===== config.mk =====
export PLATFORM = sky130hd
export DESIGN_NAME = iccm_ecc_check
export DESIGN_NICKNAME = d
export VERILOG_FILES = /design/src/rtl/iccm_pkg.sv /design/src/rtl/iccm_ecc_check.sv
export SDC_FILE = /design/constraint.sdc
export NUM_CORES = 1
export LEC_CHECK = 0
export ABC_CLOCK_PERIOD_IN_PS = 3400
export BUFFER_PORTS_ARGS = -buffer_cell sky130_fd_sc_hd__buf_2
export CORE_MARGIN = 2
export CORE_UTILIZATION = 51
export DETAILED_ROUTE_END_ITERATION = 16
export PLACE_DENSITY = 0.86
export SYNTH_ARGS = -nofsm -noshare
export SYNTH_HDL_FRONTEND = slang
export SYNTH_SLANG_ARGS = --single-unit

===== constraint.sdc =====
create_clock -name vclk -period 3.4
set_input_delay 0.34 -clock vclk [all_inputs]
set_output_delay 0.34 -clock vclk [all_outputs]
set_load 0.02 [all_outputs]

===== src/rtl/iccm_pkg.sv =====
package iccm_pkg;

   // ********************
   // ICCM geometry
   // ********************
   localparam int ICCM_BITS       = 12;
   localparam int ICCM_NUM_BANKS  = 8;
   localparam int ICCM_BANK_BITS  = 3;
   localparam int ICCM_BANK_HI    = 4;
   localparam int ICCM_INDEX_BITS = 7;
   localparam int ICCM_GROUPS     = ICCM_NUM_BANKS / 4;

   localparam int DATA_W = 32;
   localparam int ECC_W  = 7;
   localparam int CODE_W = DATA_W + ECC_W;

   // Register offsets, valid when PADDR bit ICCM_BITS is set
   localparam logic [ICCM_BITS-1:0] REG_INJECT    = 'h0;
   localparam logic [ICCM_BITS-1:0] REG_SEC_COUNT = 'h4;
   localparam logic [ICCM_BITS-1:0] REG_CTRL      = 'h8;

   typedef struct packed {
      logic [ECC_W-1:0]  ecc;
      logic [DATA_W-1:0] data;
   } ecc_word_t;

   typedef struct packed {
      logic                 wren;
      logic                 rden;
      logic [ICCM_BITS-1:2] addr;
      ecc_word_t            wr_data;
   } iccm_req_t;

   typedef struct packed {
      ecc_word_t hi1;
      ecc_word_t hi0;
      ecc_word_t lo1;
      ecc_word_t lo0;
   } iccm_row_t;

   typedef struct packed {
      logic [DATA_W-1:0] data;
      logic              sec;
      logic              ded;
   } ecc_result_t;

   // ********************
   // SEC-DED Hamming code
   // ********************

   // Data bits sit on the non power of two positions 3..38
   function automatic logic [ECC_W-2:0] ecc_hamming(input logic [DATA_W-1:0] d);
      logic [ECC_W-2:0] h;
      int unsigned      j;
      h = '0;
      j = 0;
      for (int unsigned p = 1; p < CODE_W; p++) begin
         if ((p & (p - 1)) != 0) begin
            for (int unsigned k = 0; k < ECC_W - 1; k++) begin
               if (p[k]) begin
                  h[k] ^= d[j];
               end
            end
            j++;
         end
      end
      return h;
   endfunction

   function automatic ecc_word_t ecc_encode(input logic [DATA_W-1:0] d);
      ecc_word_t w;
      w.data             = d;
      w.ecc[ECC_W-2:0]   = ecc_hamming(d);
      // Overall parity makes the full codeword even
      w.ecc[ECC_W-1]     = ^{w.ecc[ECC_W-2:0], d};
      return w;
   endfunction

   function automatic logic [ECC_W-1:0] ecc_syndrome(input ecc_word_t w);
      logic [ECC_W-1:0] s;
      s[ECC_W-2:0] = ecc_hamming(w.data) ^ w.ecc[ECC_W-2:0];
      s[ECC_W-1]   = ^w;
      return s;
   endfunction

endpackage


===== src/rtl/iccm_ecc_check.sv =====
module iccm_ecc_check (
   input  iccm_pkg::ecc_word_t   word,
   output iccm_pkg::ecc_result_t result
);

   logic [iccm_pkg::ECC_W-1:0]  syn;
   logic [iccm_pkg::DATA_W-1:0] data_fix;
   logic                        in_range;
   logic                        sec;
   logic                        ded;

   assign syn = iccm_pkg::ecc_syndrome(word);

   // Position 0 is the overall parity bit, 1..38 the Hamming layout
   assign in_range = (syn[iccm_pkg::ECC_W-2:0] < iccm_pkg::CODE_W);

   // Odd overall parity means one flipped bit
   assign sec = syn[iccm_pkg::ECC_W-1] & in_range;
   assign ded = (syn != '0) & ~sec;

   // ********************
   // Correction
   // ********************
   always_comb begin
      int unsigned j;
      j        = 0;
      data_fix = word.data;
      for (int unsigned p = 1; p < iccm_pkg::CODE_W; p++) begin
         if ((p & (p - 1)) != 0) begin
            if (sec && (syn[iccm_pkg::ECC_W-2:0] == p[iccm_pkg::ECC_W-2:0])) begin
               data_fix[j] = ~word.data[j];
            end
            j++;
         end
      end
   end

   assign result.data = data_fix;
   assign result.sec  = sec;
   assign result.ded  = ded;

endmodule


==> results of run 1 <==
-- report_power, final --
part | internal [W] | switching (W) | total, W
Combinational | 0.000613 | 0.000918 | 0.00153
Sequential | 0 | 0 | 0
Clock | 0 | 0 | 0
-- area by class of cell --
class                           instances  area (µm²)
Timing Repair Buffer                   87         470
Tap cell                               44        55.1
Multi-Input combinational cell        172        1610
Inverter                                1        3.75
Fill cell                             285         916
-- kinds of logic after synthesis --
kind of cell / synth area share [%]
XOR/XNOR: 69.0
AO/OA/AOI/OAI: 16.4
buffers and inverters: 1.69
AND/OR/NAND/NOR: 12.9
-- metrics by stage --
stage	cells	hold WS [ps]	power, W	cell area [µm²]
final	304	997	0.00153	2140
after global routing	304	1010	0.00162	2140
after CTS	304	999	0.00149	2130
after detailed placement	304	998	0.00148	2130
after global placement	304	993	0.00145	2130
after floorplan	177	808	0.00107	1620
-- worst max-delay path: stages --
cell and delay (ps):
sky130_fd_sc_hd__buf_2 110, sky130_fd_sc_hd__xor3_4 550, sky130_fd_sc_hd__xnor2_4 250, sky130_fd_sc_hd__xnor3_2 510
sky130_fd_sc_hd__xnor2_4 270, sky130_fd_sc_hd__and3_2 290, sky130_fd_sc_hd__and4bb_1 220, sky130_fd_sc_hd__xor2_1 180
sky130_fd_sc_hd__buf_2 190
-- worst min-delay path by stage --
stage	from	to	cells past startpoint
floorplan	word[12]	result[14]	1
global placement	word[27]	result[29]	3
detailed placement	word[27]	result[29]	3
CTS	word[18]	result[20]	3
global route	word[0]	result[2]	3
finish	word[18]	result[20]	3
-- metal layers --
layer	wire length [µm]	global-route usage, %
met4	67	4.04
met5	0	0
met2	2310	46.0
met1	2020	34.6
met3	381	0.426
-- placed cells by master, fill, tap and decap left out --
master                     instances
sky130_fd_sc_hd__and4bb_1          1
sky130_fd_sc_hd__xnor2_4           2
sky130_fd_sc_hd__xor3_1            2
sky130_fd_sc_hd__nand2b_1          1
sky130_fd_sc_hd__or3_4             1
sky130_fd_sc_hd__xnor3_2           2
sky130_fd_sc_hd__inv_1             1
sky130_fd_sc_hd__and3_2            3
sky130_fd_sc_hd__nand2_1           1
sky130_fd_sc_hd__xnor2_2           2
sky130_fd_sc_hd__nor4bb_2          1
sky130_fd_sc_hd__nor2b_1           1
sky130_fd_sc_hd__nand3_1          10
sky130_fd_sc_hd__xnor3_1           5
sky130_fd_sc_hd__xnor2_1          61
sky130_fd_sc_hd__o2111a_1          2
sky130_fd_sc_hd__buf_2            73
sky130_fd_sc_hd__a311o_1           2
sky130_fd_sc_hd__nor3_2            2
sky130_fd_sc_hd__xnor3_4           1
sky130_fd_sc_hd__a211oi_2          1
sky130_fd_sc_hd__buf_4            14
sky130_fd_sc_hd__a211oi_1         10
sky130_fd_sc_hd__o211ai_1         18
sky130_fd_sc_hd__and3_1            2
sky130_fd_sc_hd__nor2_1            4
sky130_fd_sc_hd__a31oi_1           1
sky130_fd_sc_hd__nor3_1            8
sky130_fd_sc_hd__xor2_1           27
sky130_fd_sc_hd__xor3_4            1
==> impl_metrics.json, run 1 <==
{
  "run_status": "completed",
  "critical_path_endpoint": "result[9]",
  "first_global_vias": 1471,
  "via_count": 1721,
  "critPathArrivalTime_ps": 2930,
  "drv_slew": 0,
  "grt_use_total_pct": 25.4,
  "largest_net_degree_at_the_start_of_global_routing": 11,
  "place_congestion": 0.954,
  "layout_cell_share_with_drive_strength_beyond_1_pct": 39.6,
  "syn_nets": 216,
  "hold_buffers": 0,
  "post_cts_resize_count": 0,
  "die_w_um": 60.4,
  "core-area_um2": 3050,
  "synth.largest_area_cell": "sky130_fd_sc_hd__xnor2_1",
  "post-route-drc-count": 0,
  "yosys-top-cells-count": "sky130_fd_sc_hd__xnor2_1, sky130_fd_sc_hd__xor2_1, sky130_fd_sc_hd__o211ai_1, sky130_fd_sc_hd__a211oi_1, sky130_fd_sc_hd__nand3_1",
  "crit_path_end_kind": "output port",
  "yosys.cell_types.count": 30,
  "tightest_slew_ps": 621,
  "fin_crit_sh_pct": 96.1,
  "dp_worst_setup_slack_ps": 149,
  "detailedRoute.firstPassIterationCount": 4,
  "layout_min_cycle_time_ps": 3270,
  "setup.worst_path.start": "word[9]",
  "slew_headroom_pct": 58.5,
  "pwr_cell_area_nw_per_um2": 717,
  "area_growth_pct": 31.6,
  "critical_path_peak_fanout": 10,
  "critical_path.startpoint_type": "input port",
  "n_clock_buffer": 0,
  "num_io_pins": 73,
  "hold_violations": 0,
  "die_height_um": 60.4,
  "criticalPathCategory": "in -> out",
  "post_drt_via_cell_ratio": 5.66,
  "drt_first_iter_violations": 75,
  "finalWorstSetupSlack_ps": 134,
  "rsz_0062_raised_after_global_routing": "no",
  "dp_hpwl_mm": 4.04,
  "std_cell_rows": 20,
  "synth_area_um2": 1620,
  "numSequentialCells": 0,
  "totalWireLength_mm": 4.78,
  "first_pass_grt_wire_length_mm": 6.98,
  "syn_inst": 177,
  "setup_total_negative_slack_ps": 0,
  "initial_antenna_violation_count": 0,
  "gr-total-overflow": 0,
  "floorplan.die_area_um2": 3650,
  "yosysMostFrequentCell": "sky130_fd_sc_hd__xnor2_1",
  "num_antenna_cells": 0,
  "ranking_of_synthesized_cells_by_area": "sky130_fd_sc_hd__xnor2_1, sky130_fd_sc_hd__xor2_1, sky130_fd_sc_hd__o211ai_1, sky130_fd_sc_hd__xnor3_1, sky130_fd_sc_hd__a211oi_1",
  "syn-mean-instance-area_um2": 9.18,
  "synth_top_area_share_pct": 32.9,
  "detail-route-antenna-nets": 0,
  "initial_core_util_pct": 53.2,
  "postCtsSetupBuffers": 0,
  "layout.core_utilization_pct": 70.0,
  "worst_min_delay_path_category": "in -> out",
  "sequential_cell_area_um2": 0,
  "maxCapViolCount": 0,
  "synthesis.yosys.warnings": 0,
  "max_freq_mhz": 306,
  "setup_viol_count_final": 0,
  "port-buffer-count": 73,
  "ir_drop_uv": 489,
  "routedWlPerCell_um": 15.7,
  "seq_area_frac_synth_pct": 0,
  "layout.nets": 301,
  "power_leakage_nw": 0.938,
  "cp.required_ps": 3060
}
Power figures use the tool's default switching activity.
==> inputs of run 2 (changes only) <==
--- a/config.mk
+++ b/config.mk
@@ -5,10 +5,11 @@
 export SDC_FILE = /design/constraint.sdc
 export NUM_CORES = 1
 export LEC_CHECK = 0
+export ABC_AREA = 1
 export ABC_CLOCK_PERIOD_IN_PS = 3400
 export BUFFER_PORTS_ARGS = -buffer_cell sky130_fd_sc_hd__buf_2
 export CORE_MARGIN = 2
-export CORE_UTILIZATION = 51
+export CORE_UTILIZATION = 57
 export DETAILED_ROUTE_END_ITERATION = 16
 export PLACE_DENSITY = 0.86
 export SYNTH_ARGS = -nofsm -noshare
==> run 2 against run 1 <==
  * Die area increased by 45%
  * Fmax increased by 6.4%
  * Synthesized cell count increased to 3.4 times the previous value
  * Highest routed layer unchanged
  * Sequential cell count unchanged
  * Sequential share of layout area unchanged
  * Global-route usage increased by 8.6 points
  * Area after synthesis increased by 66%
  * Cell area increased by 44%
  * Critical path depth increased by 10
  * First-iteration DRC count increased to 3.8 times the previous value
  * Hold slack improved by 29 ps
==> impl_metrics.json, run 2 <==
{
  "drv_slew": 0,
  "via_count": 3824,
  "run_status": "completed",
  "port-buffer-count": 73,
  "post_cts_resize_count": 0,
  "first_global_vias": 3344,
  "first_pass_grt_wire_length_mm": 14.5,
  "die_w_um": 72.7,
  "post-route-drc-count": 0,
  "critical-path-top-cell-by-count": "sky130_fd_sc_hd__nand2_1",
  "critical-path-max-stage-delay_ps": 350,
  "worst_min_delay_path_category": "in -> out",
  "drt_first_iter_violations": 284,
  "syn_inst": 606,
  "sequential_cell_area_um2": 0,
  "power_report.internal_total_w": 0.000233,
  "layout.core_utilization_pct": 69.1,
  "seq_power_share_pct": 0,
  "synthesis.yosys.warnings": 0,
  "std_cell_rows": 24,
  "hold_violations": 0,
  "fin_crit_sh_pct": 90.3,
  "area_growth_pct": 14.1,
  "setup.worst_path.start": "word[25]",
  "synth.mux.area_fraction_pct": 0,
  "cp.required_ps": 3060,
  "critPathArrivalTime_ps": 2730,
  "rsz_0062_raised_after_global_routing": "no",
  "criticalPathCategory": "in -> out",
  "clkPwrFrac_pct": 0,
  "combinationalPowerShare_pct": 100.0,
  "parity_gate_share_of_the_synthesized_area_counting_xor_and_xnor_cells_pct": 11.0,
  "critical-path-slowest-cell": "sky130_fd_sc_hd__nand2_2",
  "routedWlPerCell_um": 12.3,
  "combinational_family_with_the_most_area_after_synthesis": "simple AND/OR/NAND/NOR gates",
  "fill_cells": 467,
  "postCtsSetupBuffers": 0,
  "maxCapViolCount": 0,
  "n_clock_buffer": 0,
  "critical_path_peak_fanout": 11,
  "critical_path.startpoint_type": "input port",
  "crit_path_end_kind": "output port",
  "power_leakage_nw": 2.03,
  "syn_nets": 645,
  "numSequentialCells": 0,
  "floorplan.die_area_um2": 5290,
  "synth.largest_area_cell": "sky130_fd_sc_hd__nand2_1",
  "hold_buffers": 0,
  "ranking_of_synthesized_cells_by_area": "sky130_fd_sc_hd__nand2_1, sky130_fd_sc_hd__nand3_1, sky130_fd_sc_hd__inv_1, sky130_fd_sc_hd__xor2_1, sky130_fd_sc_hd__nor2_1",
  "critical_path_endpoint": "result[20]",
  "place_congestion": 1.01,
  "critical_path.cell_chain": "buf_2 -> inv_2 -> nand2_1 -> nand2_1 -> nand2_1 -> nand2_1 -> nand2_1 -> nand3_1 -> nand2_1 -> nand3_1 -> nand2_1 -> nor2_1 -> nand3_2 -> nand2_2 -> inv_2 -> nand3_1 -> nand2_1 -> nand2_1 -> buf_2",
  "setup_viol_count_final": 0,
  "slew_headroom_pct": 73.2,
  "power.net_switching_w": 0.000589,
  "largest_net_degree_at_the_start_of_global_routing": 12,
  "detailedRoute.firstPassIterationCount": 5,
  "yosys.cell_types.count": 22,
  "power.switching_fraction_pct": 71.6,
  "pwr_cell_area_nw_per_um2": 268,
  "num_io_pins": 73,
  "yosys-top-cells-count": "sky130_fd_sc_hd__nand2_1, sky130_fd_sc_hd__inv_1, sky130_fd_sc_hd__nand3_1, sky130_fd_sc_hd__nor2_1, sky130_fd_sc_hd__xor2_1",
  "core-area_um2": 4440,
  "synth_fa_ha_area_share_pct": 0,
  "layout_cell_share_with_drive_strength_beyond_1_pct": 15.5,
  "synth_area_um2": 2690,
  "totalWireLength_mm": 8.89,
  "yosysMostFrequentCell": "sky130_fd_sc_hd__nand2_1",
  "grt_use_total_pct": 34.0,
  "max_freq_mhz": 326,
  "ir_drop_uv": 109,
  "tightest_slew_ps": 401,
  "dp_hpwl_mm": 7.82,
  "layout_min_cycle_time_ps": 3070,
  "synth_compound_area_share_pct": 1.81,
  "initial_antenna_violation_count": 0,
  "post_drt_via_cell_ratio": 5.29,
  "syn-mean-instance-area_um2": 4.44,
  "layout.cells.most_common_list": "sky130_fd_sc_hd__nand2_1, sky130_fd_sc_hd__inv_1, sky130_fd_sc_hd__buf_2",
  "mostFrequentLayoutCell": "sky130_fd_sc_hd__nand2_1",
  "layout.nets": 712,
  "die_height_um": 72.7,
  "num_antenna_cells": 0,
  "initial_core_util_pct": 60.6,
  "setup_total_negative_slack_ps": 0,
  "detail-route-antenna-nets": 0,
  "seq_area_frac_synth_pct": 0,
  "synthSimpleGateAreaFrac_pct": 73.1,
  "sum_of_internal_switching_and_leakage_power_w": 0.000822,
  "synth_top_area_share_pct": 47.3,
  "gr-total-overflow": 0
}
==> run 2: routing by layer <==
layer | track usage, % | share of wire (%)
met5 | 0 | 0
met4 | 7.82 | 2.2
met3 | 2.07 | 7.5
met2 | 60.8 | 46
met1 | 44.4 | 44
==> run 2: worst max-delay path, delay by kind of cell <==
kind | cells | cell delay (ps)
buf+inv | 4 | 590
simple gates | 15 | 1770
==> run 2: area by class of cell <==
type                       instances  area, µm²  share of cell area (%)
tap                               52       65.1                    2.12
timing repair buffer              75        380                    12.4
multi-input combinational        512       2310                    75.2
inverter                          84        315                    10.3
==> run 2: through the flow <==
| step | hold slack [ps] | cells | cell area, µm² | setup WS [ps] |
|---|---|---|---|---|
| 6_report | 1030 | 723 | 3070 | 330 |
| 5_1_grt | 1050 | 723 | 3070 | 71.3 |
| 2_1_floorplan | 808 | 606 | 2690 | 849 |
| 3_5_place_dp | 1020 | 723 | 3070 | 402 |
| 3_3_place_gp | 1010 | 723 | 3070 | 440 |
| 4_1_cts | 1020 | 723 | 3070 | 401 |
==> run 2: how the worst min path moves through the flow <==
stage,from,to,slack (ps),cells past startpoint
4_1_cts,word[14],result[16],1020,3
6_report,word[2],result[4],1030,3
5_1_grt,word[2],result[4],1050,3
2_1_floorplan,word[14],result[16],810,1
3_5_place_dp,word[14],result[16],1020,3
3_3_place_gp,word[2],result[4],1010,3
==> run 2: cells by family (layout without fill, tap and decap cells) <==
| group | Yosys count | after routing |
|---|---|---|
| simple gates | 471 | 471 |
| buf+inv | 94 | 159 |
| xor+xnor | 32 | 32 |
| compound gates | 9 | 9 |
==> run 2: power groups by stage <==
stage          combinational (W)  sequential (W)  clock, W
2_1_floorplan           0.000622               0         0
3_3_place_gp            0.000792               0         0
3_5_place_dp            0.000808               0         0
4_1_cts                 0.000810               0         0
5_1_grt                 0.000912               0         0
6_report                0.000822               0         0
==> inputs of run 3 (changes only) <==
--- a/config.mk
+++ b/config.mk
@@ -8,10 +8,12 @@
 export ABC_AREA = 1
 export ABC_CLOCK_PERIOD_IN_PS = 3400
 export BUFFER_PORTS_ARGS = -buffer_cell sky130_fd_sc_hd__buf_2
+export CELL_PAD_IN_SITES_DETAIL_PLACEMENT = 1
+export CELL_PAD_IN_SITES_GLOBAL_PLACEMENT = 2
 export CORE_MARGIN = 2
-export CORE_UTILIZATION = 57
+export CORE_UTILIZATION = 25
 export DETAILED_ROUTE_END_ITERATION = 16
-export PLACE_DENSITY = 0.86
+export PLACE_DENSITY_LB_ADDON = 0.1
 export SYNTH_ARGS = -nofsm -noshare
 export SYNTH_HDL_FRONTEND = slang
 export SYNTH_SLANG_ARGS = --single-unit
==> run 3 against run 2 <==
  * Count of clock-buffer cells in the layout stayed put
  * Cell area up 4.1%
  * Critical path type unchanged
  * Sequential cell count did not move
  * Routed wire length up 32%
  * Highest routed layer unchanged
  * Combinational power is 5.2% higher
  * Worst setup slack gained 16 ps
  * Power is 5.2% higher
  * Largest cell class unchanged
  * Global-route usage fell by 13 points
  * Critical path depth fell by 3
==> impl_metrics.json, run 3 (synthesis results as in run 2) <==
{
  "layout.nets": 714,
  "numSequentialCells": 0,
  "port-buffer-count": 73,
  "pwr_cell_area_nw_per_um2": 271,
  "area_growth_pct": 18.8,
  "worst_min_delay_path_category": "in -> out",
  "layout.core_utilization_pct": 30.8,
  "grt_use_total_pct": 20.7,
  "fin_crit_sh_pct": 89.8,
  "hold_violations": 0,
  "die_w_um": 108,
  "layout_min_cycle_time_ps": 3050,
  "worst_hold_startpoint": "word[2]",
  "dp_hpwl_mm": 10.8,
  "post_cts_resize_count": 0,
  "sum_of_internal_switching_and_leakage_power_w": 0.000865,
  "layout_cell_share_with_drive_strength_beyond_1_pct": 15.8,
  "num_io_pins": 73,
  "cp.required_ps": 3060,
  "place_congestion": 0.914,
  "maxCapViolCount": 0,
  "via_count": 3774,
  "layout.cells.most_common_list": "sky130_fd_sc_hd__nand2_1, sky130_fd_sc_hd__inv_1, sky130_fd_sc_hd__buf_2",
  "routedWlPerCell_um": 14.6,
  "core-area_um2": 10400,
  "max_freq_mhz": 327,
  "grtUsageMet2_pct": 36.8,
  "initial_core_util_pct": 26.0,
  "detail-route-antenna-nets": 0,
  "critical_path.startpoint_type": "input port",
  "place_inst": 809,
  "n_clock_buffer": 0,
  "setup_viol_count_final": 0,
  "tightest_slew_ps": 480,
  "worstHoldPathCells": 3,
  "initial_antenna_violation_count": 0,
  "first_pass_grt_wire_length_mm": 18.8,
  "slew_headroom_pct": 67.9,
  "crit_path_end_kind": "output port",
  "fin_cells": 809,
  "setup_total_negative_slack_ps": 0,
  "postCtsSetupBuffers": 0,
  "critPathArrivalTime_ps": 2710,
  "sequential_cell_area_um2": 0,
  "die_height_um": 108,
  "rsz_0062_raised_after_global_routing": "no",
  "run_status": "completed",
  "detailedRoute.firstPassIterationCount": 4,
  "mostFrequentLayoutCell": "sky130_fd_sc_hd__nand2_1",
  "critical_path_peak_fanout": 5,
  "power_leakage_nw": 2.05,
  "hold-worst-slack_ps": 1020,
  "use_met3_pct": 1.82,
  "totalWireLength_mm": 11.8,
  "top_usage_layer": "met2",
  "largest_net_degree_at_the_start_of_global_routing": 12,
  "hold_buffers": 0,
  "drv_slew": 0,
  "criticalPathCategory": "in -> out",
  "floorplan.die_area_um2": 11600,
  "post_drt_via_cell_ratio": 4.67,
  "std_cell_rows": 37,
  "first_global_vias": 3721,
  "post-route-drc-count": 0,
  "ir_drop_uv": 90.9,
  "grt_util_met1_pct": 27.9,
  "drt_first_iter_violations": 187,
  "gr-total-overflow": 0,
  "holdPathEnd": "result[4]",
  "num_antenna_cells": 0
}
## run 3: final cells by class
cell class,instances,area (µm²)
Multi-Input combinational cell,512,2320
Timing Repair Buffer,77,395
Fill cell,1551,7170
Tap cell,136,170
Inverter,84,315
## run 3: worst max path at each step
stage	slack (ps)	startpoint	end	cells after the start
2_1_floorplan	850	word[10]	result[9]	18
6_report	350	word[5]	result[8]	16
3_5_place_dp	270	word[19]	result[20]	21
3_3_place_gp	360	word[5]	result[20]	18
4_1_cts	270	word[19]	result[20]	21
5_1_grt	110	word[13]	result[19]	17
## run 3: power by group
| part | switching (W) | internal, W | total, W |
|---|---|---|---|
| Combinational | 0.000622 | 0.000243 | 0.000865 |
| Sequential | 0 | 0 | 0 |
| Clock | 0 | 0 | 0 |
| Total | 0.000622 | 0.000243 | 0.000865 |
## run 3: critical path, stage by stage
cell                      delay (ps)
sky130_fd_sc_hd__buf_2           190
sky130_fd_sc_hd__nor2_1           90
sky130_fd_sc_hd__nor2_1          250
sky130_fd_sc_hd__nand2_1          90
sky130_fd_sc_hd__nand2_1         140
sky130_fd_sc_hd__nand2_1          70
sky130_fd_sc_hd__nand2_1         130
sky130_fd_sc_hd__nand3_1         100
sky130_fd_sc_hd__nand2_1         170
sky130_fd_sc_hd__nand3_1         170
sky130_fd_sc_hd__nor2_1          300
sky130_fd_sc_hd__nand3_1         140
sky130_fd_sc_hd__nor2_1          230
sky130_fd_sc_hd__nor2_1           70
sky130_fd_sc_hd__nor2_1           80
sky130_fd_sc_hd__buf_2           160
## run 3: per-stage QoR
| stage | cell area (µm²) | worst slack (ps) |
|---|---|---|
| CTS | 3190 | 267 |
| detailed placement | 3190 | 275 |
| global route | 3200 | 108 |
| finish | 3200 | 346 |
| floorplan | 2690 | 849 |
| global placement | 3190 | 355 |
## run 3: per-layer routing
metal | vias up | share of wire [%]
met2 | 57 | 48
met4 | 0 | 1.0
met3 | 6 | 3.7
met5 | - | 0
met1 | 1747 | 47
li1 | 1964 | -
