### src/rtl/iccm_pkg.sv
package iccm_pkg;

   // ********************
   // ICCM geometry
   // ********************
   localparam int ICCM_BITS       = 12;
   localparam int ICCM_NUM_BANKS  = 8;
   localparam int ICCM_BANK_BITS  = 3;
   localparam int ICCM_BANK_HI    = 4;
   localparam int ICCM_INDEX_BITS = 7;
   localparam int ICCM_GROUPS     = ICCM_NUM_BANKS / 4;

   localparam int DATA_W = 32;
   localparam int ECC_W  = 7;
   localparam int CODE_W = DATA_W + ECC_W;

   // Register offsets, valid when PADDR bit ICCM_BITS is set
   localparam logic [ICCM_BITS-1:0] REG_INJECT    = 'h0;
   localparam logic [ICCM_BITS-1:0] REG_SEC_COUNT = 'h4;
   localparam logic [ICCM_BITS-1:0] REG_CTRL      = 'h8;

   typedef struct packed {
      logic [ECC_W-1:0]  ecc;
      logic [DATA_W-1:0] data;
   } ecc_word_t;

   typedef struct packed {
      logic                 wren;
      logic                 rden;
      logic [ICCM_BITS-1:2] addr;
      ecc_word_t            wr_data;
   } iccm_req_t;

   typedef struct packed {
      ecc_word_t hi1;
      ecc_word_t hi0;
      ecc_word_t lo1;
      ecc_word_t lo0;
   } iccm_row_t;

   typedef struct packed {
      logic [DATA_W-1:0] data;
      logic              sec;
      logic              ded;
   } ecc_result_t;

   // ********************
   // SEC-DED Hamming code
   // ********************

   // Data bits sit on the non power of two positions 3..38
   function automatic logic [ECC_W-2:0] ecc_hamming(input logic [DATA_W-1:0] d);
      logic [ECC_W-2:0] h;
      int unsigned      j;
      h = '0;
      j = 0;
      for (int unsigned p = 1; p < CODE_W; p++) begin
         if ((p & (p - 1)) != 0) begin
            for (int unsigned k = 0; k < ECC_W - 1; k++) begin
               if (p[k]) begin
                  h[k] ^= d[j];
               end
            end
            j++;
         end
      end
      return h;
   endfunction

   function automatic ecc_word_t ecc_encode(input logic [DATA_W-1:0] d);
      ecc_word_t w;
      w.data             = d;
      w.ecc[ECC_W-2:0]   = ecc_hamming(d);
      // Overall parity makes the full codeword even
      w.ecc[ECC_W-1]     = ^{w.ecc[ECC_W-2:0], d};
      return w;
   endfunction

   function automatic logic [ECC_W-1:0] ecc_syndrome(input ecc_word_t w);
      logic [ECC_W-1:0] s;
      s[ECC_W-2:0] = ecc_hamming(w.data) ^ w.ecc[ECC_W-2:0];
      s[ECC_W-1]   = ^w;
      return s;
   endfunction

endpackage

### src/rtl/iccm_apb_ctrl.sv
module iccm_apb_ctrl (
   input  logic                          clk,
   input  logic                          arst_n,
   input  logic                          psel,
   input  logic                          penable,
   input  logic                          pwrite,
   input  logic [iccm_pkg::ICCM_BITS:0]  paddr,
   input  logic [iccm_pkg::DATA_W-1:0]   pwdata,
   output logic [iccm_pkg::DATA_W-1:0]   prdata,
   output logic                          pready,
   output logic                          pslverr,
   output iccm_pkg::iccm_req_t           req,
   output logic                          clk_override,
   input  iccm_pkg::iccm_row_t           rd_row,
   output iccm_pkg::ecc_word_t           check_word,
   input  iccm_pkg::ecc_result_t         check_result
);

   logic                                access;
   logic                                is_reg;
   logic                                reg_wr;
   logic                                wren;
   logic                                rden;
   logic                                rd_wait;
   logic [1:0]                          lane_q;
   logic [iccm_pkg::ICCM_BITS-1:0]      reg_off;
   logic [iccm_pkg::DATA_W-1:0]         inject_q;
   logic [15:0]                         sec_count_q;
   logic                                ctrl_q;
   iccm_pkg::ecc_word_t                 enc_word;

   // ********************
   // APB access decode
   // ********************
   assign access  = psel & penable;
   assign is_reg  = paddr[iccm_pkg::ICCM_BITS];
   assign reg_off = paddr[iccm_pkg::ICCM_BITS-1:0];
   assign reg_wr  = access & pwrite & is_reg;
   assign wren    = access & pwrite & ~is_reg;
   // Array reads issue once, in the first access cycle
   assign rden    = access & ~pwrite & ~is_reg & ~rd_wait;

   assign pready  = (access & (pwrite | is_reg)) | rd_wait;
   assign pslverr = rd_wait & check_result.ded;

   // ********************
   // Memory request
   // ********************
   assign enc_word = iccm_pkg::ecc_encode(pwdata);

   always_comb begin
      req.wren         = wren;
      req.rden         = rden;
      req.addr         = paddr[iccm_pkg::ICCM_BITS-1:2];
      req.wr_data.ecc  = enc_word.ecc;
      // Injection flips data bits after the check bits are computed
      req.wr_data.data = enc_word.data ^ inject_q;
   end

   assign clk_override = ctrl_q;

   always_ff @(posedge clk) begin
      if (rden) begin
         lane_q <= paddr[3:2];
      end
   end

   always_comb begin
      case (lane_q)
         2'd0:    check_word = rd_row.lo0;
         2'd1:    check_word = rd_row.lo1;
         2'd2:    check_word = rd_row.hi0;
         default: check_word = rd_row.hi1;
      endcase
   end

   // ********************
   // Control registers
   // ********************
   always_ff @(posedge clk or negedge arst_n) begin
      if (!arst_n) begin
         rd_wait     <= 1'b0;
         inject_q    <= '0;
         ctrl_q      <= 1'b0;
         sec_count_q <= '0;
      end else begin
         rd_wait <= rden;
         if (reg_wr && (reg_off == iccm_pkg::REG_INJECT)) begin
            inject_q <= pwdata;
         end
         if (reg_wr && (reg_off == iccm_pkg::REG_CTRL)) begin
            ctrl_q <= pwdata[0];
         end
         // Saturates at all ones
         if (rd_wait && check_result.sec && (sec_count_q != '1)) begin
            sec_count_q <= sec_count_q + 1'b1;
         end
      end
   end

   always_comb begin
      prdata = '0;
      if (rd_wait) begin
         prdata = check_result.data;
      end else if (access && is_reg && !pwrite) begin
         case (reg_off)
            iccm_pkg::REG_INJECT:    prdata = inject_q;
            iccm_pkg::REG_SEC_COUNT: prdata[15:0] = sec_count_q;
            iccm_pkg::REG_CTRL:      prdata[0] = ctrl_q;
            default:                 prdata = '0;
         endcase
      end
   end

   a_pready_in_access : assert property (@(posedge clk) disable iff (!arst_n)
      pready |-> (psel && penable));

   a_read_one_wait : assert property (@(posedge clk) disable iff (!arst_n)
      (psel && $rose(penable) && !pwrite && !is_reg) |-> (req.rden && !pready ##1 pready));

endmodule

### config.mk
export PLATFORM = sky130hd
export DESIGN_NAME = iccm_apb_ctrl
export DESIGN_NICKNAME = d
export VERILOG_FILES = /design/src/rtl/iccm_pkg.sv /design/src/rtl/iccm_apb_ctrl.sv
export SDC_FILE = /design/constraint.sdc
export NUM_CORES = 1
export LEC_CHECK = 0
export BUFFER_PORTS_ARGS = -buffer_cell sky130_fd_sc_hd__buf_2
export CAP_MARGIN = 20
export CORE_ASPECT_RATIO = 0.6
export CORE_MARGIN = 4
export CORE_UTILIZATION = 30
export DETAILED_ROUTE_END_ITERATION = 12
export PLACE_DENSITY = 0.65
export SKIP_LAST_GASP = 1
export SYNTH_ARGS = -nofsm -noshare
export SYNTH_HDL_FRONTEND = slang
export SYNTH_SLANG_ARGS = --single-unit
### constraint.sdc
create_clock -name clk -period 4.8 [get_ports clk]
set_input_delay 0.24 -clock clk [delete_from_list [all_inputs] [get_ports clk]]
set_output_delay 0.24 -clock clk [all_outputs]
set_load 0.1 [all_outputs]
==> flow_metrics.env, run 1 <==
export IMPL_status="complete, no violations"
export IMPL_clk_path_buf_depth=2
export IMPL_track_usage_pct=24.5
export IMPL_setup_viol=0
export IMPL_drv_cap=0
export IMPL_drc=0
export IMPL_cts_tree="done"
export IMPL_max_slew_margin_pct=28.7
export IMPL_chipHeight_microns=104
export IMPL_ctsHoldBuffers=0
export IMPL_dr_total_vias=4700
export IMPL_leakage_uw=0.00364
export IMPL_yosys_top_cells_count="50 x dfrtp_1, 42 x xnor2_1, 41 x xor2_1"
export IMPL_synth_area_per_cell_sq_um=12.7
export IMPL_fin_tns_setup_ps=0
export IMPL_maxSlewViolCount=0
export IMPL_syn_to_final_growth_pct=46.0
export IMPL_avgViaCountPerCell=5.16
export IMPL_worst_slew_pin_slew_ps=1070
export IMPL_firstDrtPassIters=6
export IMPL_synth_largest_area_cell="dfrtp_1"
export IMPL_ant_nets=0
export IMPL_final_setup_worst_slack_ps=1380
export IMPL_first_iter_violations=474
export IMPL_final_layout_size_suffix_gt1_share_pct=65.6
export IMPL_post_drt_wl_per_cell_microns=24.9
export IMPL_hold_violations=0
export IMPL_yosys_area_share_adder_pct=0.273
export IMPL_endpoint_kind="primary output"
export IMPL_grt_pass1_vias=4604
export IMPL_dpl_worst_slack_ps=1700
export IMPL_critPathBufInv=2
export IMPL_cp_top_family="simple AND/OR/NAND/NOR gates"
export IMPL_core_sq_um=14700
export IMPL_synth_top_family_by_area="multiplexers"
export IMPL_synth_edf_count=2
export IMPL_fin_hold_ws_ps=41.0
export IMPL_synthCells=361
export IMPL_hold_path_class="input port to async pin"
export IMPL_port_buffers=364
export IMPL_post_cts_resized=0
export IMPL_synth_area_top_cells="dfrtp_1 27%, mux4_2 19%, mux2_2 8.4%, xnor2_1 8.0%, xor2_1 7.8%"
export IMPL_die_x_microns=168
export IMPL_ys_warn_count=0
export IMPL_power_uw=2530
export IMPL_fmax_mhz=292
export IMPL_ir_drop_uv=671
export IMPL_crit_required_ps=4560
export IMPL_top_level_ports=365
export IMPL_numCtsBuffers=5
export IMPL_stdcell_count=911
export IMPL_crit_chain="or4b_2 -> nor2_2 -> buf_4 -> a22o_1 -> buf_2"
export IMPL_dpl_hpwl_microns=19600
export IMPL_gp_congestion=1.08
export IMPL_fin_nets=946
export IMPL_fin_skew_ps=18.3
export IMPL_overflow=0
export IMPL_synthSimpleGateAreaFrac_pct=5.43
export IMPL_grt_first_pass_wirelength_microns=31800
export IMPL_synth_cell_types=39
export IMPL_cp_data_arrival_time_ps=3180
export IMPL_crit_fanout=20
export IMPL_cp_start_kind="flop"
export IMPL_crit_type="flop to primary output"
export IMPL_min_period_ps=3420
export IMPL_synthMostInstantiatedCell="dfrtp_1"
export IMPL_initial_core_util_pct=31.1
export IMPL_ys_seq_area_share_pct=28.6
export IMPL_synth_seq_cells=52
export IMPL_antenna_found_initial=14
export IMPL_path_clk_slew_ps=80
export IMPL_synthFlopType="dfrtp_1"
export IMPL_htree_num_levels=2
export IMPL_critPathSlowestCell="nor2_2"
export IMPL_power_density_nw_per_um2=379
export IMPL_slowest_delay_ps=850
export IMPL_grt_max_degree=51
export IMPL_netlist_area_leader_share_pct=27.3
export IMPL_drt_total_wl_microns=22600
export IMPL_min_period_over_period_pct=71.3
export IMPL_die_area_sq_um=17400
export IMPL_syn_nets=602
export IMPL_rsz0062_at_grt="no"
export IMPL_clockRootBuffer="clkbuf_16"
export IMPL_synth_compound_area_share_pct=7.21
export IMPL_async_reset_ff_share_pct=96.2
export IMPL_row_count=34
export IMPL_dp_cells=896
export IMPL_clk_insertion_delay_late_ps=300
export IMPL_yosys_area_share_xor_xnor_pct=25.3
export IMPL_post_cts_setup_buffers=0
export IMPL_cts_sink_count=52
export IMPL_synth_area_sq_um=4580
export IMPL_synth_mux_area_share_pct=27.7
==> cells by family (layout without fill, tap and decap cells) <==
family | after synthesis | count (layout)
and+or+nand+nor | 45 | 45
AOI/OAI and AO/OA | 37 | 37
DFF | 52 | 52
buffers and inverters | 51 | 396
other | 0 | 7
xor gates and xnor gates | 101 | 101
adders and majority gates | 1 | 1
muxes | 74 | 74
==> where the power goes <==
| group | switching [uW] | internal [uW] | leakage, uW |
|---|---|---|---|
| clock | 177 | 195 | 0.0000702 |
| sequential | 18.2 | 451 | 0.000713 |
| combinational | 1240 | 448 | 0.00286 |
| total | 1440 | 1090 | 0.00364 |
==> cell usage in the layout, fill, tap and decap left out, drive strengths merged, types with 3 or more instances in the layout <==
master,count
a222oi,15
a22o,16
buf,370
clkbuf,5
dfrtp,50
diode,7
inv,19
mux2,34
mux4,39
nand2,9
nand3,6
nand4,8
nor2,8
nor4,4
xnor2,42
xnor3,15
xor2,41
xor3,3
==> per-stage QoR <==
stage	area [sq um]	utilization, %
floorplan	4580	-
global route	6690	45.4
CTS	6670	45.3
detailed placement	6530	44.3
finish	6690	45.4
global placement	6530	44.3
==> registers in the layout (all words and copies together) (netlist names) <==
| signal | cells |
|---|---|
| inject_q | 32 |
| sec_count_q | 16 |
| lane_q | 2 |
| clk_override | 1 |
| rd_wait | 1 |
==> metal layers <==
| layer | GRT usage [%] | vias up | share of wire [%] | wire (microns) |
|---|---|---|---|---|
| met3 | 13.9 | 24 | 13 | 2970 |
| met4 | 1.68 | 14 | 0.45 | 101 |
| met1 | 34.6 | 2343 | 44 | 9970 |
| met2 | 34.1 | 257 | 42 | 9510 |
| li1 | - | 2062 | - | - |
| met5 | 0 | - | 0.40 | 90 |
==> worst paths after layout <==
path	depth (start not counted)	to	slack, ps	startpoint
setup / recovery	5	prdata[17]	1380	rd_wait
min in group clk	2	inject_q[14]	220	pwdata[14]
max in group asynchronous	2	inject_q[0]	4280	arst_n
hold / removal	2	inject_q[21]	40	arst_n
hold reg to reg	1	sec_count_q[15]	530	sec_count_q[15]
setup reg to reg	4	sec_count_q[1]	2830	sec_count_q[7]
==> cell type report <==
class / instances / area, sq um
antenna: 7 / 17.5
timing repair buffer: 370 / 1870
tap: 198 / 248
fill: 1469 / 8030
multi-input combinational: 258 / 3030
inverter: 18 / 67.6
sequential: 52 / 1310
clock inverter: 3 / 21.3
clock buffer: 5 / 125
(Power assumes the default switching activity.)
==> inputs of run 2 (changes only) <==
--- a/config.mk
+++ b/config.mk
@@ -11,7 +11,7 @@
 export CORE_MARGIN = 4
 export CORE_UTILIZATION = 30
 export DETAILED_ROUTE_END_ITERATION = 12
-export PLACE_DENSITY = 0.65
+export PLACE_DENSITY = 0.68
 export SKIP_LAST_GASP = 1
 export SYNTH_ARGS = -nofsm -noshare
 export SYNTH_HDL_FRONTEND = slang
==> constraint.sdc (replaced) <==
create_clock -name clk -period 2.8 [get_ports clk]
set_input_delay 0.14 -clock clk [delete_from_list [all_inputs] [get_ports clk]]
set_output_delay 0.14 -clock clk [all_outputs]
set_load 0.1 [all_outputs]
==> run 2 against run 1 <==
Effect of this change: final cell count rose by 0.22%; clock skew fell by 11 ps; combinational power rose by 91%; worst hold slack improved by 85 ps; first-iteration DRC count rose by 3.8%; highest routed layer unchanged.
==> flow_metrics.env, run 2 (synthesis results as in run 1) <==
export IMPL_die_x_microns=168
export IMPL_setup_viol=0
export IMPL_cp_start_kind="input port"
export IMPL_row_count=34
export IMPL_clk_insertion_delay_late_ps=290
export IMPL_crit_chain="buf_2 -> xnor2_1 -> xor3_1 -> xnor3_2 -> xnor3_1 -> xnor3_2 -> buf_12"
export IMPL_post_drt_wl_per_cell_microns=23.7
export IMPL_post_cts_setup_buffers=0
export IMPL_drc=0
export IMPL_cts_sink_count=52
export IMPL_worst_slew_pin_slew_ps=589
export IMPL_gp_congestion=1.06
export IMPL_multi_input_area_sq_um=3050
export IMPL_power_density_nw_per_um2=652
export IMPL_final_common_cell="buf_2"
export IMPL_rsz0062_at_grt="no"
export IMPL_nFillCells=1365
export IMPL_largest_reg_flops=32
export IMPL_track_usage_pct=23.4
export IMPL_post_cts_resized=0
export IMPL_syn_to_final_growth_pct=59.3
export IMPL_cts_tree="done"
export IMPL_antenna_found_initial=6
export IMPL_max_slew_margin_pct=60.5
export IMPL_critPathSlowestCell="xor3_1"
export IMPL_core_sq_um=14700
export IMPL_clockRootBuffer="clkbuf_16"
export IMPL_final_cell_mix="330 x buf_2, 50 x dfrtp_1, 41 x xnor2_1"
export IMPL_endpoint_kind="primary output"
export IMPL_fin_skew_ps=7.35
export IMPL_clk_path_buf_depth=2
export IMPL_crit_required_ps=2660
export IMPL_cp_data_arrival_time_ps=2440
export IMPL_numCtsBuffers=5
export IMPL_grt_first_pass_wirelength_microns=31000
export IMPL_leakage_uw=0.00379
export IMPL_top_register="inject_q"
export IMPL_die_area_sq_um=17400
export IMPL_path_clk_slew_ps=70
export IMPL_grt_pass1_vias=4697
export IMPL_seq_area_sq_um=1310
export IMPL_first_iter_violations=492
export IMPL_dpl_hpwl_microns=18800
export IMPL_crit_type="input port to primary output"
export IMPL_min_period_over_period_pct=92.2
export IMPL_top_level_ports=365
export IMPL_ctsHoldBuffers=1
export IMPL_fin_nets=951
export IMPL_top_regs="inject_q: 32 flops, sec_count_q: 16 flops, lane_q: 2 flops"
export IMPL_status="complete, no violations"
export IMPL_min_period_ps=2580
export IMPL_ant_nets=0
export IMPL_final_setup_worst_slack_ps=219
export IMPL_dr_total_vias=4684
export IMPL_avgViaCountPerCell=5.13
export IMPL_cp_top_family="XOR/XNOR gates"
export IMPL_hold_path_class="input port to flop"
export IMPL_overflow=0
export IMPL_crit_fanout=4
export IMPL_chipHeight_microns=104
export IMPL_crit_top_cell="xnor3_2"
export IMPL_fmax_mhz=387
export IMPL_initial_core_util_pct=31.1
export IMPL_firstDrtPassIters=9
export IMPL_final_layout_size_suffix_gt1_share_pct=66.2
export IMPL_grt_max_degree=40
export IMPL_drv_cap=0
export IMPL_dpl_worst_slack_ps=252
export IMPL_drt_total_wl_microns=21600
export IMPL_htree_num_levels=2
export IMPL_ir_drop_uv=1780
export IMPL_port_buffers=364
export IMPL_slowest_delay_ps=550
export IMPL_fin_tns_setup_ps=0
export IMPL_hold_violations=0
export IMPL_critPathBufInv=2
export IMPL_maxSlewViolCount=0
==> run 2: changes by cell type in the layout (fill, tap and decap cells not counted), sizes merged <==
cell,change
bufinv,+1
diode,-3
dlygate4sd3,+1
buf,+4
clkbuf,+1
clkinvlp,-1
clkinv,-1
==> run 2: area by class of cell <==
type	instances	share of cell area (%)
multi-input cells	258	41.8
repair buffers	375	33.5
flip-flops and latches	52	18.0
well taps	198	3.39
clock buffers	6	1.77
inverters	18	0.925
clock inverters	2	0.531
diodes	4	0.137
==> run 2: worst paths after layout <==
| path | slack (ps) | to | depth (start not counted) | from |
|---|---|---|---|---|
| max | 220 | req[38] | 7 | pwdata[15] |
| min | 130 | inject_q[2] | 2 | pwdata[2] |
| max reg2reg | 860 | sec_count_q[1] | 4 | sec_count_q[8] |
| min reg2reg | 500 | sec_count_q[6] | 1 | sec_count_q[6] |
| max in group asynchronous | 1640 | sec_count_q[4] | 3 | arst_n |
| min in group asynchronous | 370 | inject_q[18] | 2 | arst_n |
==> run 2: routing by layer <==
metal | up-vias | GRT usage, % | wire length [microns] | part of all wire [%]
met5 | - | 4.64 | 95 | 0.44
met4 | 6 | 1.97 | 99 | 0.46
met3 | 14 | 7.23 | 1980 | 9.2
met2 | 224 | 33.2 | 9480 | 44
met1 | 2372 | 35.8 | 9970 | 46
li1 | 2068 | - | - | -
==> run 2: worst reg2reg max path, delay by kind of cell, from the launching register on <==
family / cells / cell delay [ps]
flops: 1 / 440
mux: 1 / 400
compound gates: 1 / 520
simple gates: 2 / 460
==> run 2: per-stage QoR <==
step | cells | hold slack (ps) | power (uW) | util (%) | cell area (sq um)
final | 913 | 126 | 4760 | 49.6 | 7300
after detailed placement | 900 | 160 | 4060 | 48.3 | 7110
after CTS | 909 | 123 | 4790 | 49.5 | 7290
after global routing | 912 | 128 | 4900 | 49.6 | 7300
after floorplan | 361 | -156 | 3010 | - | 4600
after global placement | 900 | 156 | 4030 | 48.3 | 7110
==> run 2: power breakdown <==
| group | internal (uW) | switching (uW) |
|---|---|---|
| Clock | 426 | 294 |
| Combinational | 1060 | 2170 |
| Sequential | 773 | 33.2 |
==> inputs of run 3 (changes only) <==
--- a/config.mk
+++ b/config.mk
@@ -11,6 +11,7 @@
 export CORE_MARGIN = 4
 export CORE_UTILIZATION = 30
 export DETAILED_ROUTE_END_ITERATION = 12
+export GPL_TIMING_DRIVEN = 0
 export PLACE_DENSITY = 0.68
 export SKIP_LAST_GASP = 1
 export SYNTH_ARGS = -nofsm -noshare
==> run 3 against run 2 <==
Effect of this change: routed wire length is 0.11% higher; clock power shrank 14%; global-route usage up 0.17 points; core utilization down 2.3 points; maximum frequency decreased by 5.1%; largest power group unchanged; critical path depth is the same; combinational power is 14% lower; flip-flop and latch count unchanged; clock-buffer cell count unchanged; cell area decreased by 4.5%; final cell count increased by 2.3%.
==> flow_metrics.env, run 3 (synthesis results as in run 1) <==
export IMPL_r2r_start="rd_wait"
export IMPL_crit_type="input port to primary output"
export IMPL_whs_endpoint="inject_q[22]"
export IMPL_track_usage_pct=23.6
export IMPL_power_uw=4220
export IMPL_rsz0062_at_grt="no"
export IMPL_port_buffers=362
export IMPL_first_iter_violations=437
export IMPL_status="complete, no violations"
export IMPL_overflow=0
export IMPL_clk_path_buf_depth=2
export IMPL_power_density_nw_per_um2=606
export IMPL_final_layout_size_suffix_gt1_share_pct=65.6
export IMPL_final_setup_worst_slack_ps=78.8
export IMPL_holdPathStages=2
export IMPL_fin_skew_ps=3.81
export IMPL_grt_first_pass_wirelength_microns=31100
export IMPL_clk_insertion_delay_late_ps=290
export IMPL_final_common_cell="buf_2"
export IMPL_numCtsBuffers=5
export IMPL_die_area_sq_um=17400
export IMPL_r2r_slack_ps=860
export IMPL_path_clk_slew_ps=70
export IMPL_chipHeight_microns=104
export IMPL_top_level_ports=365
export IMPL_core_sq_um=14700
export IMPL_dp_cells=922
export IMPL_firstDrtPassIters=9
export IMPL_antenna_found_initial=6
export IMPL_gp_congestion=1.03
export IMPL_die_x_microns=168
export IMPL_r2r_end="sec_count_q[10]"
export IMPL_syn_to_final_growth_pct=52.1
export IMPL_endpoint_kind="primary output"
export IMPL_dpl_hpwl_microns=19100
export IMPL_cts_tree="done"
export IMPL_hold_path_class="input port to flop"
export IMPL_fin_nets=973
export IMPL_final_core_util_pct=47.3
export IMPL_top_register="inject_q"
export IMPL_leakage_uw=0.00376
export IMPL_cts_sink_count=52
export IMPL_crit_fanout=3
export IMPL_ant_nets=0
export IMPL_grt_max_degree=27
export IMPL_grt_pass1_vias=4680
export IMPL_crit_required_ps=2660
export IMPL_final_cell_mix="351 x buf_2, 50 x dfrtp_1, 41 x xnor2_1"
export IMPL_drc=0
export IMPL_min_period_over_period_pct=97.2
export IMPL_fmax_mhz=367
export IMPL_worst_slew_pin_slew_ps=785
export IMPL_avgViaCountPerCell=5.11
export IMPL_drv_cap=0
export IMPL_dr_total_vias=4777
export IMPL_hold_violations=0
export IMPL_nFillCells=1461
export IMPL_top_regs="inject_q: 32 flops, sec_count_q: 16 flops, lane_q: 2 flops"
export IMPL_drt_total_wl_microns=21600
export IMPL_cp_data_arrival_time_ps=2580
export IMPL_cp_start_kind="input port"
export IMPL_htree_num_levels=2
export IMPL_setup_viol=0
export IMPL_maxSlewViolCount=0
export IMPL_stdcell_count=934
export IMPL_min_period_ps=2720
export IMPL_clockRootBuffer="clkbuf_16"
export IMPL_max_slew_margin_pct=47.6
export IMPL_row_count=34
export IMPL_post_drt_wl_per_cell_microns=23.2
export IMPL_hp_start="pwdata[22]"
export IMPL_dpl_worst_slack_ps=-299
export IMPL_ir_drop_uv=1120
export IMPL_r2r_cells=5
export IMPL_fin_hold_ws_ps=135
export IMPL_largest_reg_flops=32
export IMPL_initial_core_util_pct=31.1
## run 3: cell types whose count changed in the layout (fill, tap and decap cells not counted), moves of 2 or more
cell and change:
buf_1 +2, buf_12 -35, nor4_4 +2, buf_6 +10, clkbuf_2 +2, buf_4 +8
clkbuf_1 +10, clkbuf_4 +2, buf_2 +21
## run 3: routing by layer
layer	track usage, %	routed length, microns	vias to the layer above
li1	-	-	2109
met1	37.4	10100	2417
met2	34.3	9410	232
met3	4.87	2040	13
met4	1.51	62	6
met5	0	46	-
## run 3: per-stage QoR
step / TNS [ps] / area [sq um]
2_1_floorplan: 0 / 4600
3_3_place_gp: -2610 / 6660
3_5_place_dp: -2720 / 6680
4_1_cts: -58.8 / 6930
5_1_grt: 0 / 6960
6_report: 0 / 6970
## run 3: timing repair
action / 4_1_cts / 5_1_grt
hold endpoints to repair: 25 / 0
pin swaps: 1 / 0
hold buffers: 1 / 0
setup endpoints to repair: 38 / 34
setup buffers: 1 / 0
gates resized for setup: 31 / 10
## run 3: how the worst max path moves through the flow
stage / from / slack (ps) / to / depth (start not counted)
after floorplan: pwdata[17] / 30 / req[38] / 6
after global placement: rd_wait / -290 / prdata[7] / 6
after detailed placement: rd_wait / -300 / prdata[7] / 6
after CTS: rd_wait / -60 / prdata[7] / 7
after global routing: pwdata[1] / 40 / req[38] / 7
final: pwdata[1] / 80 / req[38] / 7
## run 3: area by class of cell
class | instances | area [sq um] | area share (%)
multi-input cells | 258 | 3070 | 44.1
repair buffers | 365 | 1930 | 27.7
flip-flops and latches | 52 | 1310 | 18.8
well taps | 198 | 248 | 3.55
plain buffers | 32 | 189 | 2.71
clock buffers | 6 | 129 | 1.85
inverters | 18 | 67.6 | 0.969
clock inverters | 2 | 13.8 | 0.197
diodes | 3 | 7.51 | 0.108
## run 3: power by group
part | switching (uW) | internal [uW]
Clock | 287 | 334
Combinational | 1990 | 800
Sequential | 32.4 | 774
Total | 2310 | 1910
## run 3: critical path, stage by stage
cell and delay (ps):
buf_2 110, xnor3_1 460, xor3_1 450, xnor3_2 420, xnor3_1 350, xnor3_2 220
buf_2 430
